<file path="config.mk">
export PLATFORM = sky130hd
export DESIGN_NAME = page_walker
export DESIGN_NICKNAME = d
export VERILOG_FILES = /design/src/hw/tlb_pkg.sv /design/src/hw/page_walker.sv
export VERILOG_INCLUDE_DIRS = /design/src /design/src/hw
export SDC_FILE = /design/constraint.sdc
export NUM_CORES = 1
export LEC_CHECK = 0
export BUFFER_PORTS_ARGS = -buffer_cell sky130_fd_sc_hd__buf_2
export CAP_MARGIN = 5
export CORE_AREA = 10 10 303 305
export DETAILED_ROUTE_END_ITERATION = 16
export DIE_AREA = 0 0 313 315
export SYNTH_ARGS = -nofsm -noshare
export SYNTH_HDL_FRONTEND = slang
export SYNTH_SLANG_ARGS = --single-unit
</file>
<file path="constraint.sdc">
create_clock -name clk -period 19.81 [get_ports clk]
set_input_delay 1.981 -clock clk [delete_from_list [all_inputs] [get_ports clk]]
set_output_delay 1.981 -clock clk [all_outputs]
set_load 0.03 [all_outputs]
</file>
<file path="src/hw/tlb_walk_params.svh">
`ifndef TLB_WALK_PARAMS_SVH
`define TLB_WALK_PARAMS_SVH

// array geometry
`define TLB_SETS 512
`define TLB_WAYS 2
`define LINE_WORDS 8

// memory bus
`define BUS_DATA_WIDTH 64
`define BUS_TAG_WIDTH 13
`define BUS_TAG_LINE_RD 13'h1101 // line read request

// page table entries
`define PPN_WIDTH 54
`define PTE_PPN_LSB 10 // ppn lives in pte[63:10]

// addr_available codes
`define TLB_IDLE 2'd0
`define TLB_WAIT 2'd1
`define TLB_HIT 2'd2
`define TLB_MISS 2'd3

`endif

</file>
<file path="src/hw/tlb_pkg.sv">
package tlb_pkg;

	// one virtual address word, seen by the lookup or by the walker
	typedef union packed {
		struct packed {
			logic [15:0] unused;
			logic [23:0] tag; // va[47:24]
			logic [8:0] index; // va[23:15]
			logic [2:0] slot; // entry within the line
			logic [11:0] page_off;
		} lookup;
		struct packed {
			logic [15:0] unused;
			logic [8:0] vpn3;
			logic [8:0] vpn2;
			logic [8:0] vpn1;
			logic [8:0] vpn0;
			logic [11:0] page_off;
		} walk;
	} vaddr_u;

endpackage

</file>
<file path="src/hw/page_walker.sv">
`timescale 1ns/100ps
`include "tlb_walk_params.svh"

module page_walker (
	input logic clk,
	input logic reset,
	input logic walk_start,
	input logic [63:0] v_addr,
	input logic [63:0] ptbr,
	input logic abtr_grant,
	input logic bus_reqack,
	input logic bus_respcyc,
	input logic [`BUS_DATA_WIDTH-1:0] bus_resp,
	input logic [`BUS_TAG_WIDTH-1:0] bus_resptag,
	output logic abtr_reqcyc,
	output logic bus_busy,
	output logic bus_reqcyc,
	output logic [`BUS_DATA_WIDTH-1:0] bus_req,
	output logic [`BUS_TAG_WIDTH-1:0] bus_reqtag,
	output logic bus_respack,
	output logic walk_ready,
	output logic [`LINE_WORDS*`BUS_DATA_WIDTH-1:0] line_ppns
);

	localparam logic [1:0] S_IDLE = 2'd0;
	localparam logic [1:0] S_GRANT = 2'd1;
	localparam logic [1:0] S_REQ = 2'd2;
	localparam logic [1:0] S_BEATS = 2'd3;

	logic [1:0] state;
	logic [1:0] level; // 3 is the root table
	logic [2:0] beat_cnt;
	tlb_pkg::vaddr_u va_q;
	logic [`PPN_WIDTH-1:0] base; // current table page number
	logic [8:0] vpn_sel;
	logic [`LINE_WORDS*`BUS_DATA_WIDTH-1:0] line_buf;

	always_comb begin
		case (level)
			2'd3: vpn_sel = va_q.walk.vpn3;
			2'd2: vpn_sel = va_q.walk.vpn2;
			2'd1: vpn_sel = va_q.walk.vpn1;
			default: vpn_sel = va_q.walk.vpn0;
		endcase
	end

	assign abtr_reqcyc = (state == S_GRANT);
	assign bus_reqcyc = (state == S_REQ);
	// aligned 64-byte line holding entry vpn_sel
	assign bus_req = (`BUS_DATA_WIDTH'(base) << 12) +
		`BUS_DATA_WIDTH'({vpn_sel[8:3], 6'b0});
	assign bus_reqtag = `BUS_TAG_LINE_RD;
	assign bus_respack = (state == S_BEATS) && bus_respcyc &&
		(bus_resptag == `BUS_TAG_LINE_RD);
	assign line_ppns = line_buf;

	always_ff @(posedge clk) begin
		if (reset) begin
			state <= S_IDLE;
			level <= 2'd0;
			beat_cnt <= 3'd0;
			bus_busy <= 1'b0;
			walk_ready <= 1'b0;
		end else begin
			walk_ready <= 1'b0;
			if (walk_ready) begin
				bus_busy <= 1'b0; // released the cycle after ready
			end
			case (state)
				S_IDLE: begin
					if (walk_start) begin
						state <= S_GRANT;
						level <= 2'd3;
					end
				end
				S_GRANT: begin
					if (abtr_grant) begin
						state <= S_REQ;
						bus_busy <= 1'b1;
					end
				end
				S_REQ: begin
					if (bus_reqack) begin
						state <= S_BEATS;
						beat_cnt <= 3'd0;
					end
				end
				default: begin
					if (bus_respack) begin
						beat_cnt <= beat_cnt + 3'd1;
						if (beat_cnt == 3'd7) begin
							if (level == 2'd0) begin
								state <= S_IDLE;
								walk_ready <= 1'b1;
							end else begin
								level <= level - 2'd1;
								state <= S_REQ; // bus still owned
							end
						end
					end
				end
			endcase
		end
	end

	always_ff @(posedge clk) begin
		if (state == S_IDLE && walk_start) begin
			va_q <= v_addr;
			base <= `PPN_WIDTH'(ptbr[63:12]);
		end
		if (bus_respack) begin
			if (level != 2'd0 && beat_cnt == vpn_sel[2:0]) begin
				base <= bus_resp[63:`PTE_PPN_LSB]; // next level table
			end
			if (level == 2'd0) begin
				line_buf[beat_cnt*`BUS_DATA_WIDTH +: `BUS_DATA_WIDTH] <=
					`BUS_DATA_WIDTH'(bus_resp[63:`PTE_PPN_LSB]);
			end
		end
	end

endmodule

</file>
# Word-level counts from Yosys, hierarchy flattened
# Index checks and enable logic that the tools add are counted.
[word_totals]
register_bits = 623
input_bits = 211
out_inout_bits = 594
wordCells = 74
[classes]
n_addsub = 4
n_eq_ne = 13
shift = 2
muxes = 24
bitwise = 4
n_reduce_logical = 19
[ops]
columns = ["operator", "n"]
rows = [
  ["$bwmux W512", 1],
  ["$shift A64 B34 Y512 const A", 1],
  ["$shiftx A64 B34 Y512", 1],
  ["$mux W54", 3],
  ["$add A64 B12 Y64", 1],
  ["$neg A9 Y34", 1],
  ["$pmux W9 S3", 1],
  ["$mux W2", 10],
  ["$eq A13 B13 Y1 const B", 1],
  ["$reduce_and A5 Y1", 2],
  ["$eq A2 B2 Y1 const B", 4],
  ["$reduce_bool A2 Y1", 4],
  ["$reduce_bool A4 Y1", 2],
  ["$mux W3", 2],
  ["$ne A2 B2 Y1 const B", 3],
  ["$pmux W2 S3", 1],
  ["$pmux W3 S2", 1],
  ["$reduce_or A6 Y1", 1],
  ["$eq A2 B1 Y1 const B", 2],
  ["$logic_and A1 B1 Y1", 4],
  ["$logic_not A2 Y1", 2],
  ["$mux W1", 4],
  ["$not A1 Y1", 4],
  ["$pmux W2 S2", 1],
  ["8 further kinds", 9],
]

# Longest topological paths before layout
# Gate-level depths: netlist of run 1.
[depth]
depth_word = 6
mapped_depth = 9
depth_no_buf = 7

# Worst setup path before layout of run 1
# OpenSTA, ideal clock, no wires.
[synth_timing]
path_type = "input port to flip-flop"
start = "input port bus_resptag[3]"
end = "register line_buf[256] (netlist: line_ppns[256]), enable pin"
setup_ns = 0.600
arrival_time_ns = 8.180
required_ns = 19.210
slack_ns = 11.030
path_stages = 5
n_path_buf = 0
cell_sequence = "nor4b_1 > nand4_1 > inv_1 > nand2_1 > nor4_1"
[synth_via]
elab_chain_cells = 3
[synth_lines]
columns = ["element", "line", "source"]
rows = [
  ["start: declaration", "page_walker.sv:14", "input logic [`BUS_TAG_WIDTH-1:0] bus_resptag,"],
  ["$eq A13 B13 Y1 (no line)", "-", ""],
  ["$logic_and A1 B1 Y1", "page_walker.sv:53", "assign bus_respack = (state == S_BEATS) && bus_respcyc &&"],
  ["via bus_respack", "page_walker.sv:20", "output logic bus_respack,"],
  ["$reduce_and A2 Y1 (no line)", "-", ""],
  ["end signal: indexed assignment", "page_walker.sv:116", "line_buf[beat_cnt*`BUS_DATA_WIDTH +: `BUS_DATA_WIDTH] <="],
  ["end: declaration", "page_walker.sv:36", "logic [`LINE_WORDS*`BUS_DATA_WIDTH-1:0] line_buf;"],
]
# The timed path passes the listed nets, and every way through them passes these cells.
# A chain may end at the register's enable or synchronous reset.

# Final worst setup path of run 1
[layout_timing]
start = "input port bus_resptag[1]"
end = "output port bus_respack"
[layout_via]
elab_chain_cells = 2
[layout_lines]
columns = ["element", "line"]
rows = [
  ["$eq A13 B13 Y1 (no line)", "-"],
  ["$logic_and A1 B1 Y1", "page_walker.sv:53"],
  ["end: declaration", "page_walker.sv:20"],
]
# No other way between the ends.

==> impl_metrics.ini, run 1 <==
[flow_run]
cap_viol_max_count = 0

[timing]
fin_hold_ws_ns = 0.4757
relSlewSlack_pct = 31.77
rsz0062_at_grt = no
skew_ns = 0.02955
min_period_over_period_pct = 27.23
max_clock_freq_ghz = 0.1854
tns_ns = 0
setup_viol = 0
min_period_ns = 5.395
worstMarginPinSlew_ns = 1.023
slew_violations = 0
hold_violations = 0

[clock_network]
cts_tree = done
postCtsResizedCells = 0
clockBufferDepth = 3
post_cts_buffers = 0
clkTransAtPathRegs_ns = 0.06
htreeDepth = 2
clkLatencyLatePin_ns = 0.62
cts_num_sinks = 526
cts_hold_buf = 0
root_buffer = clkbuf_16
numCtsBuffers = 58

[cells_and_area]
drive_above_1_share_pct = 42.43
final-seq-area_um2 = 15180
fin_util_pct = 31.50
multi_input_comb_area_um2 = 4989
area_growth_pct = 29.91
fin_cells = 3264
final_common_cell = buf_2
fill_cells = 8693
final_nets = 2275
final_cell_mix = buf_2 (652), edfxtp_1 (465), and2_1 (246)

[floorplan]
die_w_um = 313
rows = 108
start_util_pct = 24.25
io_pins = 805
core_area_um2 = 85940
die-area_um2 = 98600
die_h_um = 315

[placement]
portBuffers = 652
gp_congestion = 0.7802
place_inst = 3146
hpwl_mm = 60.02

[worst_setup_path]
cp_cell_sequence = buf_2, nor4bb_1, buf_4, nand4_1, inv_1, buf_2
crit_buf_inv = 4
crit_path_top_delay_cell = nor4bb_1
worstSetupStartpointType = input port
reg2regPathDepth = 9
crit_path_end_kind = output pin
crit_fanout = 6
crit_type = in -> out
timing.rr.start = beat_cnt[1]
critPathTopFamily = buffers and inverters
timing.rr.end = line_ppns[90]
required_ns = 17.83
reg2reg_slack_ns = 15.77
max_stage_delay_ns = 0.39
cpMostUsedCell = buf_2
arrival_ns = 3.41

[pwr]
finalPower_mw = 2.894
peakVddDrop_v = 0.00008306
leakage_nw = 11.87
powerDensity_nw_per_um2 = 106.9

[global_routing]
grt_max_degree = 84
grt_overflow = 0
grt_pass1_vias = 14090
track_usage_pct = 16.00
antenna_found_initial = 24
grt_pass1_wl_mm = 112.1

[yosys]
synth.distinct_cells = 40
ys_ff_latch = 526
avgSynthCellArea_um2 = 15.06
ys_seq_area_share_pct = 72.87
syn_area_um2 = 20840
yosysWarnings = 0
synthCells = 1384

[drt]
dr.pass1.iters = 5
drtIter0Drc = 1331
wire_per_inst_um = 25.61
vias = 13610
routed_wl_mm = 83.59
drc = 0
postRouteAntennaNets = 0
vias_per_cell = 4.170

[min_path]
min-delay-start = bus_busy
min_path_cells = 2
hold-path-endpoint = bus_busy
min_path_type = reg -> reg

[outcome]
outcome = complete, no violations
## routing by layer
layer,up-vias,global-route usage [%],wire (um)
met2,775,28.64,42650
met3,142,5.179,7888
met4,10,4.991,2510
li1,6072,-,-
met5,-,0,52
met1,6613,17.83,30500
## worst reg2reg max path, cell delays in order (launching register included)
cell and delay (ns):
dfxtp_1 0.38, inv_1 0.14, ha_1 0.21, ha_1 0.31, nor2_4 0.12, buf_4 0.46
and3_1 0.24, buf_4 0.33, nor2b_4 0.86, buf_4 0.55
## final cells by class
type	instances	share of cell area (%)
Inverter	19	0.2634
Timing Repair Buffer	679	12.80
Multi-Input combinational cell	767	18.43
Sequential cell	526	56.09
Tap cell	1155	5.338
Antenna cell	9	0.08319
Clock buffer	77	5.773
Clock inverter	32	1.225
## Yosys cell counts, drive strengths merged
master | count | area share [%]
a221oi | 1 | 0.042
nor3 | 8 | 0.22
nor4bb | 1 | 0.048
a21o | 1 | 0.036
dlygate4sd1 | 1 | 0.042
nor4 | 1 | 0.030
o21ai | 6 | 0.14
nand2b | 6 | 0.18
mux2 | 104 | 5.7
nand4 | 2 | 0.060
nor4b | 2 | 0.084
nand3 | 5 | 0.18
and2 | 246 | 7.4
a21oi | 3 | 0.072
a311oi | 1 | 0.042
buf | 111 | 4.0
a31oi | 2 | 0.060
xnor2 | 3 | 0.13
nor2 | 113 | 2.0
nor3b | 1 | 0.036
or2 | 3 | 0.090
nand3b | 2 | 0.072
clkbuf | 57 | 1.0
nor2b | 2 | 0.060
mux2i | 7 | 0.34
inv | 19 | 0.34
and4 | 1 | 0.042
ha | 13 | 0.78
edfxtp | 465 | 67
and3 | 86 | 2.6
dfxtp | 61 | 5.9
a211oi | 3 | 0.11
nand2 | 35 | 0.63
a222oi | 10 | 0.48
conb | 2 | 0.036
## per-stage QoR
stage / instance area [um^2] / setup WS (ns)
final: 27070 / 14.42
after floorplan: 21200 / 11.03
after CTS: 27050 / 14.32
after detailed placement: 25160 / 14.05
after global routing: 27050 / 14.25
after global placement: 25150 / 13.59
## cells by family (layout without fill, tap and decap cells)
family,Yosys count,after routing,synth area share [%]
muxes,111,111,6.046
DFF,526,526,72.87
adders and majority gates,13,13,0.7806
buffers and inverters,188,807,5.428
xor gates and xnor gates,3,3,0.1261
other,2,108,0.03604
AOI/OAI and AO/OA,27,27,0.9847
and+or+nand+nor,514,514,13.73
## worst max path at each step
stage,startpoint,end,slack (ns),depth (start not counted)
6_report,bus_resptag[1],bus_respack,14.42,6
5_1_grt,bus_resptag[1],bus_respack,14.25,6
4_1_cts,bus_resptag[1],bus_respack,14.32,6
3_5_place_dp,bus_resptag[1],line_ppns[272],14.05,9
3_3_place_gp,bus_resptag[1],line_ppns[272],13.59,9
2_1_floorplan,bus_resptag[3],line_ppns[256],11.03,5
## report_power, final
group | switching [mW] | internal, mW
clock network | 0.465 | 0.623
registers | 0.0354 | 1.27
logic | 0.322 | 0.175
total | 0.822 | 2.07
## flip-flops by register name, indices dropped and copies added, names as in the netlist
signal	flops
level	2
va_q	33
state	2
base	52
line_ppns	432
walk_ready	1
beat_cnt	3
bus_busy	1
(Power assumes the default switching activity.)
==> inputs of run 2 (changes only) <==
Settings changed: ABC_AREA set to 1, CORE_AREA 10 10 303 305 to 10 10 301 303, DIE_AREA 0 0 313 315 to 0 0 311 313.
Clock period 19.81 ns to 4.5 ns, I/O delays scaled along.
==> run 2 against run 1 <==
  * Die area down 1.3%
  * Cell area grew 5.8%
  * Clock skew up 0.0014 ns
  * Area after synthesis increased by 6.7%
  * Non-clock buffer count up 29
  * Global-route usage is 3.4 points higher
  * Critical path depth grew 4
  * Synthesized cell count is 38% higher
  * Clock-buffer cell count fell by 12
  * Hold slack worse by 0.42 ns
  * Register-to-register slack got worse by 15 ns
  * Sequential power rose to 4.5 times the previous value
  * Critical path type is now reg -> reg
==> impl_metrics.ini, run 2 <==
[outcome]
outcome = complete, no violations

[floorplan]
core_area_um2 = 84610
io_pins = 805
rows = 107
die-area_um2 = 97340
die_h_um = 313
start_util_pct = 26.27
die_w_um = 311

[drt]
postRouteAntennaNets = 0
drtIter0Drc = 1646
dr.pass1.iters = 6
wire_per_inst_um = 26.47
routed_wl_mm = 99.51
vias_per_cell = 4.444
vias = 16710
drc = 0

[cells_and_area]
fin_util_pct = 33.86
fill_cells = 8620
area_growth_pct = 28.90
drive_above_1_share_pct = 36.57
largest_reg_flops = 432
final_nets = 2791
final_common_cell = buf_2
final_cell_mix = buf_2 (652), edfxtp_1 (465), nor2_1 (428)

[worst_setup_path]
worstSetupStartpointType = register
arrival_ns = 3.60
critPathTopFamily = buffers and inverters
crit_buf_inv = 5
max_stage_delay_ns = 0.55
crit_type = reg -> reg
crit_path_end_kind = register
crit_path_top_delay_cell = dfxtp_1
required_ns = 4.77
cp_cell_sequence = inv_1, ha_4, ha_4, nor2_4, inv_2, nor2_2, buf_4, inv_1, nor2_4, buf_12
crit_fanout = 54

[clock_network]
cts_hold_buf = 33
clockBufferDepth = 3
cts_tree = done
root_buffer = clkbuf_16
postCtsResizedCells = 0
numCtsBuffers = 58
post_cts_buffers = 0
htreeDepth = 2
clkLatencyLatePin_ns = 0.62
cts_num_sinks = 526
clkTransAtPathRegs_ns = 0.06

[yosys]
async_reset_ff_share_pct = 0
synth_simple_gate_area_share_pct = 22.47
yosys.area.top_type = edfxtp_1
synthCells = 1904
avgSynthCellArea_um2 = 11.67
synth_xor_xnor_area_share_pct = 0.1520
synthAdderAreaFrac_pct = 0.7319
ys_seq_area_share_pct = 68.32
synth_edf_count = 465
synthTopCellsByArea = edfxtp_1 (63%), nor2_1 (7.3%), dfxtp_1 (5.5%), nand2_1 (5.0%), buf_4 (3.6%)
synth_top_family_by_area = simple AND/OR/NAND/NOR gates
synth.top_cell.area_share_pct = 62.83
synth.distinct_cells = 34
syn_area_um2 = 22230
synth_common_cells = edfxtp_1 (465), nor2_1 (435), nand2_1 (297), nand3_1 (130), buf_4 (108)
synth_top_flop_cell = edfxtp_1
ys_ff_latch = 526
yosysWarnings = 0
synthMuxAreaShare_pct = 0
synth_most_common_cell = edfxtp_1
synth_compound_area_share_pct = 0.4842

[timing]
min_period_ns = 3.333
hold_violations = 0
relSlewSlack_pct = 20.06
rsz0062_at_grt = no
worstMarginPinSlew_ns = 1.199
slew_violations = 0
min_period_over_period_pct = 74.06
setup_viol = 0
tns_ns = 0
max_clock_freq_ghz = 0.3001
skew_ns = 0.03099

[global_routing]
grt_max_degree = 71
grt_pass1_vias = 17140
grt_pass1_wl_mm = 134.1
track_usage_pct = 19.45
antenna_found_initial = 21
grt_overflow = 0

[pwr]
finalPower_mw = 15.42
peakVddDrop_v = 0.0004304
powerDensity_nw_per_um2 = 538.4
leakage_nw = 12.39

[placement]
gp_congestion = 0.7959
hpwl_mm = 72.35
portBuffers = 652

[min_path]
min_path_type = in -> reg

[flow_run]
cap_viol_max_count = 0
==> run 2: cell types whose count changed after synthesis, sizes merged, moves of 80 or more <==
| cell | change |
|---|---|
| mux2 | -104 |
| and3 | -86 |
| nand3 | +128 |
| and2 | -246 |
| nor2 | +328 |
| nand2 | +366 |
| inv | +80 |
==> run 2: final cells by class <==
| cell class | instances | area, um^2 | share of cell area, % |
|---|---|---|---|
| sequential | 526 | 15190 | 53.01 |
| multi-input combinational | 1173 | 5773 | 20.15 |
| antenna | 2 | 5.005 | 0.01747 |
| timing repair buffer | 708 | 3854 | 13.45 |
| clock inverter | 42 | 518.0 | 1.808 |
| tap | 1144 | 1431 | 4.996 |
| inverter | 100 | 382.9 | 1.336 |
| clock buffer | 65 | 1499 | 5.232 |
==> run 2: path summary, 6_finish.rpt <==
path	start	endpoint	slack (ns)	cells past startpoint
worst max-delay path	beat_cnt[1]	line_ppns[325]	1.17	10
worst min-delay path	v_addr[27]	va_q[27]	0.06	1
worst max register to register	beat_cnt[1]	line_ppns[325]	1.17	10
worst min register to register	bus_busy	bus_busy	0.46	2
==> run 2: worst register-to-register path, stage by stage, from the launching register on <==
cell and delay, ns:
dfxtp_1 0.55, inv_1 0.13, ha_4 0.18, ha_4 0.17, nor2_4 0.40, inv_2 0.30
nor2_2 0.14, buf_4 0.35, inv_1 0.19, nor2_4 0.16, buf_12 0.31
==> run 2: logic make-up after synthesis <==
family          count (synthesis)
xor+xnor                        3
buf+inv                       302
simple gates                 1038
fa+ha+maj                      13
flops                         526
other cells                     2
compound gates                 20
==> run 2: stage by stage <==
step,area [um^2],hold WS (ns),setup WS (ns),std cells
after global placement,26300,0.4431,1.186,3618
after CTS,28640,0.01130,1.103,3758
after global routing,28640,0.02131,0.9587,3758
after detailed placement,26300,0.4497,1.135,3618
final,28650,0.05974,1.167,3760
after floorplan,22590,0.4928,-1.148,2001
==> run 2: layer usage <==
| metal | routed length [um] | track usage, % | vias to the layer above |
|---|---|---|---|
| li1 | - | - | 7441 |
| met1 | 39140 | 24.02 | 8024 |
| met2 | 47250 | 32.80 | 1074 |
| met3 | 9041 | 4.679 | 160 |
| met4 | 4017 | 7.017 | 10 |
| met5 | 58 | 0 | - |
==> run 2: where the power goes <==
| part | internal [mW] | switching, mW |
|---|---|---|
| sequential | 5.71 | 0.177 |
| combinational | 0.992 | 3.47 |
| clock | 3.03 | 2.04 |
| total | 9.73 | 5.69 |
